<file path="src/hdl/CorePkg.sv">
package CorePkg;

    // Datapath and register file sizing
    localparam int DataWidth = 16;
    localparam int RegAddrWidth = 4;
    localparam int RegCount = 1 << RegAddrWidth;

    // Tag space for operations that complete out of order
    localparam int TagWidth = 4;
    localparam int TagCount = 1 << TagWidth;

    // Bit positions in the one-hot functional unit enable
    localparam int FuCount = 5;
    localparam int FuAlu0 = 0;
    localparam int FuAlu1 = 1;
    localparam int FuComplex = 2;
    localparam int FuMemory = 3;
    localparam int FuBranch = 4;

    // Writeback source, code 00 is reserved
    localparam logic [1:0] WbPcPlusOne = 2'b01;
    localparam logic [1:0] WbAlu0 = 2'b10;
    localparam logic [1:0] WbAlu1 = 2'b11;

    // One instruction word, seen in register form or immediate form
    typedef union packed {
        struct packed {
            logic [3:0] majorOp;
            logic [3:0] regA;
            logic [3:0] minorOp;
            logic [3:0] regB;
        } regForm;
        struct packed {
            logic [3:0] majorOp;
            logic [1:0] regAHigh;
            logic [9:0] imm;
        } immForm;
    } InstrWord;

endpackage

</file>
<file path="src/hdl/InstructionDecoder.sv">
`timescale 1ns/10ps

module InstructionDecoder (
    input  logic                             rst,
    input  CorePkg::InstrWord                instrWord,
    input  logic                             instrValid,
    output logic                             tagRequest,
    output logic [CorePkg::FuCount-1:0]      unitEnable,
    output logic [1:0]                       wbSource,
    output logic [3:0]                       minorOp,
    output logic                             immediateEn,
    output logic                             upperImmediateEn,
    output logic [CorePkg::DataWidth-1:0]    immediate,
    output logic                             regAReadEn,
    output logic                             regAWriteEn,
    output logic [CorePkg::RegAddrWidth-1:0] regAAddr,
    output logic                             regBReadEn,
    output logic [CorePkg::RegAddrWidth-1:0] regBAddr,
    output logic                             branchStall
);

    logic [3:0] majorOp;
    logic       jumpAndLink;
    logic       highPairAddr;
    logic       stallOnRegA;

    assign majorOp = instrWord.regForm.majorOp;
    assign jumpAndLink = (majorOp[3:1] == 3'b100);
    assign highPairAddr = majorOp[3] && majorOp[0];

    // Link register override is held off while in reset
    always_comb begin
        if (jumpAndLink && !rst) begin
            regAAddr = '1;
        end else if (highPairAddr && !rst) begin
            regAAddr = {instrWord.immForm.regAHigh, 2'b00};
        end else begin
            regAAddr = instrWord.regForm.regA;
        end
    end

    assign regBAddr = instrWord.regForm.regB;
    assign minorOp = instrWord.regForm.minorOp;

    // Immediate shape picked by opcode bits 13:12
    always_comb begin
        immediate = '0;
        case (majorOp[1:0])
            2'b01: begin
                immediate[9:0] = instrWord.immForm.imm;
            end
            2'b10: begin
                immediate[CorePkg::DataWidth-1 -: 8] = instrWord.immForm.imm[7:0];
            end
            2'b11: begin
                immediate = '1;
                immediate[9:0] = instrWord.immForm.imm;
            end
            default: begin
                immediate[7:0] = instrWord.immForm.imm[7:0];
            end
        endcase
    end

    always_comb begin
        tagRequest = 1'b0;
        unitEnable = '0;
        wbSource = 2'b00;
        immediateEn = 1'b0;
        upperImmediateEn = 1'b0;
        regAReadEn = 1'b0;
        regAWriteEn = 1'b0;
        regBReadEn = 1'b0;
        stallOnRegA = 1'b0;
        if (instrValid) begin
            case (majorOp)
                4'b0000, 4'b0001: begin
                    unitEnable[majorOp[0] ? CorePkg::FuAlu1 : CorePkg::FuAlu0] = 1'b1;
                    wbSource = majorOp[0] ? CorePkg::WbAlu1 : CorePkg::WbAlu0;
                    regAReadEn = 1'b1;
                    regAWriteEn = 1'b1;
                    regBReadEn = 1'b1;
                end
                // Complex ALU and memory return results by tag
                4'b0010, 4'b0011: begin
                    unitEnable[majorOp[0] ? CorePkg::FuMemory : CorePkg::FuComplex] = 1'b1;
                    tagRequest = 1'b1;
                    regAReadEn = 1'b1;
                    regBReadEn = 1'b1;
                end
                4'b1000, 4'b1001: begin
                    unitEnable[CorePkg::FuBranch] = 1'b1;
                    wbSource = CorePkg::WbPcPlusOne;
                    regAWriteEn = 1'b1;
                    immediateEn = majorOp[0];
                    regBReadEn = !majorOp[0];
                end
                4'b1010, 4'b1011: begin
                    unitEnable[CorePkg::FuBranch] = 1'b1;
                    regAReadEn = 1'b1;
                    immediateEn = majorOp[0];
                    regBReadEn = !majorOp[0];
                    stallOnRegA = 1'b1;
                end
                // Immediates are finished locally, no unit
                4'b1100, 4'b1101, 4'b1110, 4'b1111: begin
                    immediateEn = 1'b1;
                    regAWriteEn = 1'b1;
                    upperImmediateEn = (majorOp[1:0] == 2'b10);
                    regAReadEn = (majorOp[1:0] == 2'b10);
                end
                default: begin
                    tagRequest = 1'b0;
                end
            endcase
        end
    end

    assign branchStall = stallOnRegA && (regAAddr != '0);

endmodule

</file>
<file path="src/hdl/IssueController.sv">
`timescale 1ns/10ps

module IssueController (
    input  logic                        clk,
    input  logic                        rst,
    input  logic                        instrReq,
    output logic                        instrAck,
    output logic                        issueReq,
    input  logic                        issueAck,
    input  logic                        branchDone,
    input  logic                        tagRequest,
    input  logic [CorePkg::FuCount-1:0] unitEnable,
    input  logic                        regAWriteEn,
    input  logic                        branchStall,
    input  logic                        tagsFull,
    output logic                        capture,
    output logic                        tagTake,
    output logic                        localWrite
);

    enum logic [2:0] {Idle, Issue, WaitAckLow, Hold, Ack, WaitReqLow} state;

    logic localPending;
    logic stallPending;
    logic noUnit;

    assign noUnit = (unitEnable == '0);
    // Tag is consumed on the same edge that latches it
    assign tagTake = capture && tagRequest;
    assign localWrite = (state == Ack) && localPending;
    assign instrAck = (state == WaitReqLow);

    always_ff @(posedge clk) begin
        if (rst) begin
            state <= Idle;
            capture <= 1'b0;
            issueReq <= 1'b0;
            localPending <= 1'b0;
            stallPending <= 1'b0;
        end else begin
            capture <= 1'b0;
            if (branchDone) begin
                stallPending <= 1'b0;
            end
            case (state)
                Idle: begin
                    if (capture) begin
                        localPending <= noUnit && regAWriteEn;
                        stallPending <= branchStall;
                        if (noUnit) begin
                            state <= Ack;
                        end else begin
                            state <= Issue;
                        end
                    end else if (instrReq && !(tagRequest && tagsFull)) begin
                        capture <= 1'b1;
                    end
                end
                Issue: begin
                    if (!issueReq) begin
                        issueReq <= 1'b1;
                    end else if (issueAck) begin
                        issueReq <= 1'b0;
                        state <= WaitAckLow;
                    end
                end
                WaitAckLow: begin
                    if (!issueAck) begin
                        if (stallPending && !branchDone) begin
                            state <= Hold;
                        end else begin
                            state <= Ack;
                        end
                    end
                end
                // Fetch stays blocked until the branch resolves
                Hold: begin
                    if (branchDone) begin
                        state <= Ack;
                    end
                end
                Ack: begin
                    state <= WaitReqLow;
                end
                default: begin
                    if (!instrReq) begin
                        state <= Idle;
                    end
                end
            endcase
        end
    end

endmodule

</file>
<file path="src/hdl/TagCounter.sv">
`timescale 1ns/10ps

module TagCounter (
    input  logic                         clk,
    input  logic                         rst,
    input  logic                         tagTake,
    input  logic                         tagRelease,
    output logic [CorePkg::TagWidth-1:0] nextTag,
    output logic                         tagsFull
);

    // One extra bit so a full tag space can be told from an empty one
    logic [CorePkg::TagWidth:0] outstanding;

    assign tagsFull = (outstanding == (CorePkg::TagWidth + 1)'(CorePkg::TagCount));

    always_ff @(posedge clk) begin
        if (rst) begin
            nextTag <= '0;
            outstanding <= '0;
        end else begin
            if (tagTake) begin
                nextTag <= nextTag + 1'b1;
            end
            if (tagTake && !tagRelease) begin
                outstanding <= outstanding + 1'b1;
            end else if (tagRelease && !tagTake && outstanding != '0) begin
                outstanding <= outstanding - 1'b1;
            end
        end
    end

endmodule

</file>
<file path="src/hdl/RegisterFile.sv">
`timescale 1ns/10ps

module RegisterFile (
    input  logic                             clk,
    input  logic                             rst,
    input  logic [CorePkg::RegAddrWidth-1:0] regAAddr,
    input  logic [CorePkg::RegAddrWidth-1:0] regBAddr,
    output logic [CorePkg::DataWidth-1:0]    readA,
    output logic [CorePkg::DataWidth-1:0]    readB,
    input  logic                             wbEn,
    input  logic [CorePkg::RegAddrWidth-1:0] wbAddr,
    input  logic [CorePkg::DataWidth-1:0]    wbData,
    input  logic                             localWrite,
    input  logic [CorePkg::RegAddrWidth-1:0] localAddr,
    input  logic [CorePkg::DataWidth-1:0]    localData
);

    logic [CorePkg::DataWidth-1:0] regs [CorePkg::RegCount];

    // Reads are asynchronous and see the old value on a same-cycle write
    assign readA = regs[regAAddr];
    assign readB = regs[regBAddr];

    always_ff @(posedge clk) begin
        if (rst) begin
            for (int i = 0; i < CorePkg::RegCount; i++) begin
                regs[i] <= '0;
            end
        end else begin
            if (wbEn) begin
                regs[wbAddr] <= wbData;
            end
            // Placed last so it overrides writeback on the same address
            if (localWrite) begin
                regs[localAddr] <= localData;
            end
        end
    end

endmodule

</file>
<file path="src/hdl/IssueRegister.sv">
`timescale 1ns/10ps

module IssueRegister (
    input  logic                             clk,
    input  logic                             rst,
    input  logic                             capture,
    input  CorePkg::InstrWord                instrWord,
    input  logic [CorePkg::FuCount-1:0]      unitEnable,
    input  logic [1:0]                       wbSource,
    input  logic                             immediateEn,
    input  logic                             upperImmediateEn,
    input  logic [CorePkg::DataWidth-1:0]    immediate,
    input  logic                             regAWriteEn,
    input  logic [CorePkg::RegAddrWidth-1:0] regAAddr,
    input  logic [CorePkg::DataWidth-1:0]    readA,
    input  logic [CorePkg::DataWidth-1:0]    readB,
    input  logic [CorePkg::TagWidth-1:0]     nextTag,
    input  logic                             tagRequest,
    output logic [CorePkg::FuCount-1:0]      issueUnitEnable,
    output logic [3:0]                       issueMinorOp,
    output logic [1:0]                       issueWbSource,
    output logic [CorePkg::DataWidth-1:0]    issueOperandA,
    output logic [CorePkg::DataWidth-1:0]    issueOperandB,
    output logic [CorePkg::DataWidth-1:0]    issueImmediate,
    output logic                             issueImmediateEn,
    output logic [CorePkg::RegAddrWidth-1:0] issueDestAddr,
    output logic                             issueDestWrite,
    output logic [CorePkg::TagWidth-1:0]     issueTag,
    output logic [CorePkg::DataWidth-1:0]    localResult,
    output logic [CorePkg::RegAddrWidth-1:0] localAddr
);

    localparam int Half = CorePkg::DataWidth / 2;

    logic upperImmediate;

    always_ff @(posedge clk) begin
        if (rst) begin
            issueUnitEnable <= '0;
            issueImmediateEn <= 1'b0;
            issueDestWrite <= 1'b0;
            upperImmediate <= 1'b0;
        end else if (capture) begin
            issueUnitEnable <= unitEnable;
            issueImmediateEn <= immediateEn;
            issueDestWrite <= regAWriteEn;
            upperImmediate <= upperImmediateEn;
        end
    end

    // Operands held steady for the whole issue handshake
    always_ff @(posedge clk) begin
        if (capture) begin
            issueMinorOp <= instrWord.regForm.minorOp;
            issueWbSource <= wbSource;
            issueOperandA <= readA;
            issueOperandB <= readB;
            issueImmediate <= immediate;
            issueDestAddr <= regAAddr;
            issueTag <= tagRequest ? nextTag : '0;
        end
    end

    // Upper immediate keeps the low byte of register A
    assign localResult = upperImmediate ?
        {issueImmediate[CorePkg::DataWidth-1:Half], issueOperandA[Half-1:0]} :
        issueImmediate;
    assign localAddr = issueDestAddr;

endmodule

</file>
<file path="src/hdl/DecodeIssueUnit.sv">
`timescale 1ns/10ps

module DecodeIssueUnit (
    input  logic                             clk,
    input  logic                             rst,
    input  logic                             instrReq,
    output logic                             instrAck,
    input  logic [CorePkg::DataWidth-1:0]    instrData,
    output logic                             issueReq,
    input  logic                             issueAck,
    output logic [CorePkg::FuCount-1:0]      issueUnitEnable,
    output logic [3:0]                       issueMinorOp,
    output logic [1:0]                       issueWbSource,
    output logic [CorePkg::DataWidth-1:0]    issueOperandA,
    output logic [CorePkg::DataWidth-1:0]    issueOperandB,
    output logic [CorePkg::DataWidth-1:0]    issueImmediate,
    output logic                             issueImmediateEn,
    output logic [CorePkg::RegAddrWidth-1:0] issueDestAddr,
    output logic                             issueDestWrite,
    output logic [CorePkg::TagWidth-1:0]     issueTag,
    input  logic                             wbEn,
    input  logic [CorePkg::RegAddrWidth-1:0] wbAddr,
    input  logic [CorePkg::DataWidth-1:0]    wbData,
    input  logic                             tagRelease,
    input  logic                             branchDone
);

    logic                             tagRequest;
    logic [CorePkg::FuCount-1:0]      unitEnable;
    logic [1:0]                       wbSource;
    logic                             immediateEn;
    logic                             upperImmediateEn;
    logic [CorePkg::DataWidth-1:0]    immediate;
    logic                             regAWriteEn;
    logic [CorePkg::RegAddrWidth-1:0] regAAddr;
    logic [CorePkg::RegAddrWidth-1:0] regBAddr;
    logic                             branchStall;
    logic [CorePkg::DataWidth-1:0]    readA;
    logic [CorePkg::DataWidth-1:0]    readB;
    logic [CorePkg::TagWidth-1:0]     nextTag;
    logic                             tagsFull;
    logic                             capture;
    logic                             tagTake;
    logic                             localWrite;
    logic [CorePkg::DataWidth-1:0]    localResult;
    logic [CorePkg::RegAddrWidth-1:0] localAddr;

    // Decode is valid whenever fetch holds a request
    InstructionDecoder decoder (
        .rst(rst), .instrWord(instrData), .instrValid(instrReq),
        .tagRequest(tagRequest), .unitEnable(unitEnable), .wbSource(wbSource),
        .minorOp(), .immediateEn(immediateEn), .upperImmediateEn(upperImmediateEn),
        .immediate(immediate), .regAReadEn(), .regAWriteEn(regAWriteEn),
        .regAAddr(regAAddr), .regBReadEn(), .regBAddr(regBAddr),
        .branchStall(branchStall)
    );

    IssueController controller (
        .clk(clk), .rst(rst), .instrReq(instrReq), .instrAck(instrAck),
        .issueReq(issueReq), .issueAck(issueAck), .branchDone(branchDone),
        .tagRequest(tagRequest), .unitEnable(unitEnable), .regAWriteEn(regAWriteEn),
        .branchStall(branchStall), .tagsFull(tagsFull), .capture(capture),
        .tagTake(tagTake), .localWrite(localWrite)
    );

    TagCounter tags (
        .clk(clk), .rst(rst), .tagTake(tagTake), .tagRelease(tagRelease),
        .nextTag(nextTag), .tagsFull(tagsFull)
    );

    RegisterFile regFile (
        .clk(clk), .rst(rst), .regAAddr(regAAddr), .regBAddr(regBAddr),
        .readA(readA), .readB(readB), .wbEn(wbEn), .wbAddr(wbAddr), .wbData(wbData),
        .localWrite(localWrite), .localAddr(localAddr), .localData(localResult)
    );

    IssueRegister issueRegister (
        .clk(clk), .rst(rst), .capture(capture), .instrWord(instrData),
        .unitEnable(unitEnable), .wbSource(wbSource), .immediateEn(immediateEn),
        .upperImmediateEn(upperImmediateEn), .immediate(immediate),
        .regAWriteEn(regAWriteEn), .regAAddr(regAAddr), .readA(readA), .readB(readB),
        .nextTag(nextTag), .tagRequest(tagRequest),
        .issueUnitEnable(issueUnitEnable), .issueMinorOp(issueMinorOp),
        .issueWbSource(issueWbSource), .issueOperandA(issueOperandA),
        .issueOperandB(issueOperandB), .issueImmediate(issueImmediate),
        .issueImmediateEn(issueImmediateEn), .issueDestAddr(issueDestAddr),
        .issueDestWrite(issueDestWrite), .issueTag(issueTag),
        .localResult(localResult), .localAddr(localAddr)
    );

endmodule

</file>
<file path="config.mk">
export PLATFORM = sky130hd
export DESIGN_NAME = DecodeIssueUnit
export DESIGN_NICKNAME = d
export VERILOG_FILES = /design/src/hdl/CorePkg.sv /design/src/hdl/InstructionDecoder.sv /design/src/hdl/IssueController.sv /design/src/hdl/TagCounter.sv /design/src/hdl/RegisterFile.sv /design/src/hdl/IssueRegister.sv /design/src/hdl/DecodeIssueUnit.sv
export SDC_FILE = /design/constraint.sdc
export NUM_CORES = 1
export LEC_CHECK = 0
export BUFFER_PORTS_ARGS = -buffer_cell sky130_fd_sc_hd__buf_4
export CAP_MARGIN = 20
export CORE_MARGIN = 2
export CORE_UTILIZATION = 41
export CTS_BUF_LIST = sky130_fd_sc_hd__clkbuf_2
export DETAILED_ROUTE_END_ITERATION = 8
export SLEW_MARGIN = 20
export SYNTH_ARGS = -nofsm -noshare
export SYNTH_HDL_FRONTEND = slang
export SYNTH_SLANG_ARGS = --single-unit
</file>
<file path="constraint.sdc">
create_clock -name clk -period 3.43 [get_ports clk]
set_input_delay 0.5145 -clock clk [delete_from_list [all_inputs] [get_ports clk]]
set_output_delay 0.5145 -clock clk [all_outputs]
set_load 0.02 [all_outputs]
</file>
==> results.ini <==
[clocking]
cts_hold_buf = 38
cts_buffer_depth = 3
root_buffer = clkbuf_2
cts-buffers-inserted = 95
cts_setup_buffers = 0
cts_htree_levels = 3
cts_resized = 0
clkLatencyLatePin_ns = 1.13
cts.sinks = 342
clk_pin_slew_ns = 0.10
cts_tree = done

[critical_path]
path_max_fanout = 17
critPathLaunchType = register
critPathArrivalTime_ns = 2.50
cp.buffers_inverters = 1
critical_path_class = register to output pin
required_ns = 2.92
crit_chain = buf_4
worst_path_largest_cell_delay_ns = 1.12
cp_slowest_cell = edfxtp_1
crit_family = flip-flops
end_kind = output pin

[timing]
fin_crit_sh_pct = 87.9
worst_slew_pin_slew_ns = 1.14
timing.fmax_mhz = 332
grt_setup_unrepaired = false
finalCriticalPeriod_ns = 3.01
hold_viol = 0
finalSetupViolations = 0
skew_ns = 0.0955
relSlewSlack_pct = 23.9
fin_setup_tns_ns = 0
slew_viol_final = 0
layout_setup_ws_ns = 0.417

[routing]
ant_nets = 0
wire_per_inst_um = 28.3
vias_per_cell = 6.38
totalWireLength_um = 77900
dr.first_iter.drc_count = 2480
drt-pass1-iter-count = 6
vias = 17600
route.detailed.drc = 0

[logic_synthesis]
seq_area_frac_synth_pct = 51.2
synth_warnings = 0
synth_top_area_share_pct = 48.8
synth_top_cell_by_area = edfxtp_1
synthTopCellsByCount = edfxtp_1 (318), nand2_1 (310), nand3_1 (275)
avgSynthCellArea_um2 = 10.3
synth_ff_type = edfxtp_1
synth_most_common_cell = edfxtp_1
synth_cells = 1899
synthTopCellsByArea = edfxtp_1 (49%), mux4_2 (9.2%), nand3_1 (7.0%), nand2_1 (5.9%), o21ai_0 (3.9%)
syn-num-nets = 1947
synth-seq-cells = 342
synth_edf_count = 318
syn-cell-area_um2 = 19600
async_flop_share_pct = 0
yosysUniqueCellTypes = 67

[grt]
grt_pass1_vias = 16700
grt_overflow = 0
grt_antenna_before_repair = 3
grt_pass1_wl_um = 113000
globalRoute.busiestLayer = met2
grt_start_max_net_pins = 58
use_met1_pct = 40.4
use_met2_pct = 48.3
gr-usage-met3_pct = 8.08
grt.total_usage_pct = 31.3

[flow_run]
drv_cap = 0

[cells_and_area]
n_fill_cell = 4406
multi_input_area_um2 = 8540
fin_cells = 2753
utilization_pct = 47.7
areaGrowthSynthToFinish_pct = 15.6
drive_gt1_share_pct = 23.8
seq_area_um2 = 10000
final_area_um2 = 22600
finish.net_count = 2108

[die]
dieArea_um2 = 49500
io_pins = 114
die_h_um = 223
die_x_um = 223
core_area_um2 = 47400
start_util_pct = 41.3
num_rows = 80

[status]
status = complete, no violations

[placement]
place_area_um2 = 21400
place_inst = 2540
io_buffer_count = 113
place_ws_ns = 0.540
gp_congestion = 0.962
dp_hpwl_um = 53100

[power_and_ir_drop]
p_per_area_nw_per_um2 = 463
ir_drop_v = 0.000555
p_leak_nw = 8.73

[worst_hold_path]
holdCritPathClass = input pin to register

## path summary, 6_finish.rpt
check,from,end,slack [ns],cells after the start
max reg2reg,issueRegister.issueDestAddr[2],regFile.regs[7][3],0.58,5
min reg2reg,issueRegister.issueUnitEnable[3],issueRegister.issueUnitEnable[3],0.47,2
max,issueRegister.issueImmediate[8],issueImmediate[8],0.42,1
min,instrData[10],issueRegister.issueOperandA[13],0.18,4
## layout by cell type (no fill, tap or decap), types with 5 or more instances in the layout
cell and instances:
edfxtp_1 318, nand2_1 309, nand3_1 275, buf_4 233
o21ai_0 153, clkbuf_2 144, mux4_2 80, a21oi_1 78
nor2_1 63, mux2i_1 39, dlygate4sd3_1 38, inv_1 35
a31oi_1 33, o221ai_1 28, nand2b_1 24, dfxtp_1 23
o21ai_1 21, clkinv_1 21, and2_1 18, a221oi_1 18
or3_1 18, o211ai_1 15, a311o_1 14, nor4_2 8
or4_1 8, nor2b_1 7, buf_12 7, nand4_1 6
o21a_1 6, and3_1 6, nor3_2 5, nor4_1 5
## stage by stage
step | hold slack, ns | power [mW]
after CTS | 0.0549 | 10.5
after detailed placement | 0.456 | 7.38
final | 0.178 | 10.5
after global placement | 0.452 | 7.35
after floorplan | 0.452 | 6.44
after global routing | 0.0867 | 10.9
## where the power goes
| group | switching (mW) | internal, mW | total (mW) |
|---|---|---|---|
| Combinational | 1.36 | 0.790 | 2.15 |
| Sequential | 0.321 | 4.89 | 5.21 |
| Clock | 1.86 | 1.27 | 3.13 |
| Total | 3.54 | 6.95 | 10.5 |
## logic make-up after synthesis
logic type / share of synthesized area (%)
XOR/XNOR: 0.224
buffers and inverters: 5.39
AO/OA/AOI/OAI: 12.4
flip-flops: 51.2
AND/OR/NAND/NOR: 19.0
multiplexers: 11.4
adder cells (fa/ha/maj): 0.358
## sequential cells by signal, summed over array words and instances, names as in the netlist
name,count
controller.capture,1
controller.issueReq,1
controller.localPending,1
controller.stallPending,1
controller.state,3
issueRegister.issueDestAddr,4
issueRegister.issueDestWrite,1
issueRegister.issueImmediate,16
issueRegister.issueImmediateEn,1
issueRegister.issueMinorOp,4
issueRegister.issueOperandA,16
issueRegister.issueOperandB,16
issueRegister.issueTag,4
issueRegister.issueUnitEnable,5
issueRegister.issueWbSource,2
issueRegister.upperImmediate,1
regFile.regs,256
tags.nextTag,4
tags.outstanding,5
## cell type report
type	instances	share of cell area [%]
Timing Repair Buffer	278	10.0
Clock inverter	27	0.718
Inverter	37	0.613
Antenna cell	4	0.0442
Clock buffer	144	3.18
Tap cell	615	3.40
Multi-Input combinational cell	1306	37.7
Sequential cell	342	44.3
## metal layers
| metal | part of all wire, % | up-vias |
|---|---|---|
| met1 | 36 | 8474 |
| met2 | 45 | 1394 |
| met4 | 5.9 | 2 |
| li1 | - | 7482 |
| met3 | 13 | 214 |
| met5 | 0.015 | - |
## worst min-delay path, delay by kind of cell
family,cells,cell delay [ns]
compound gates,3,0.38
buf+inv,1,0.22
No activity file was read; power rests on OpenSTA's default activity.
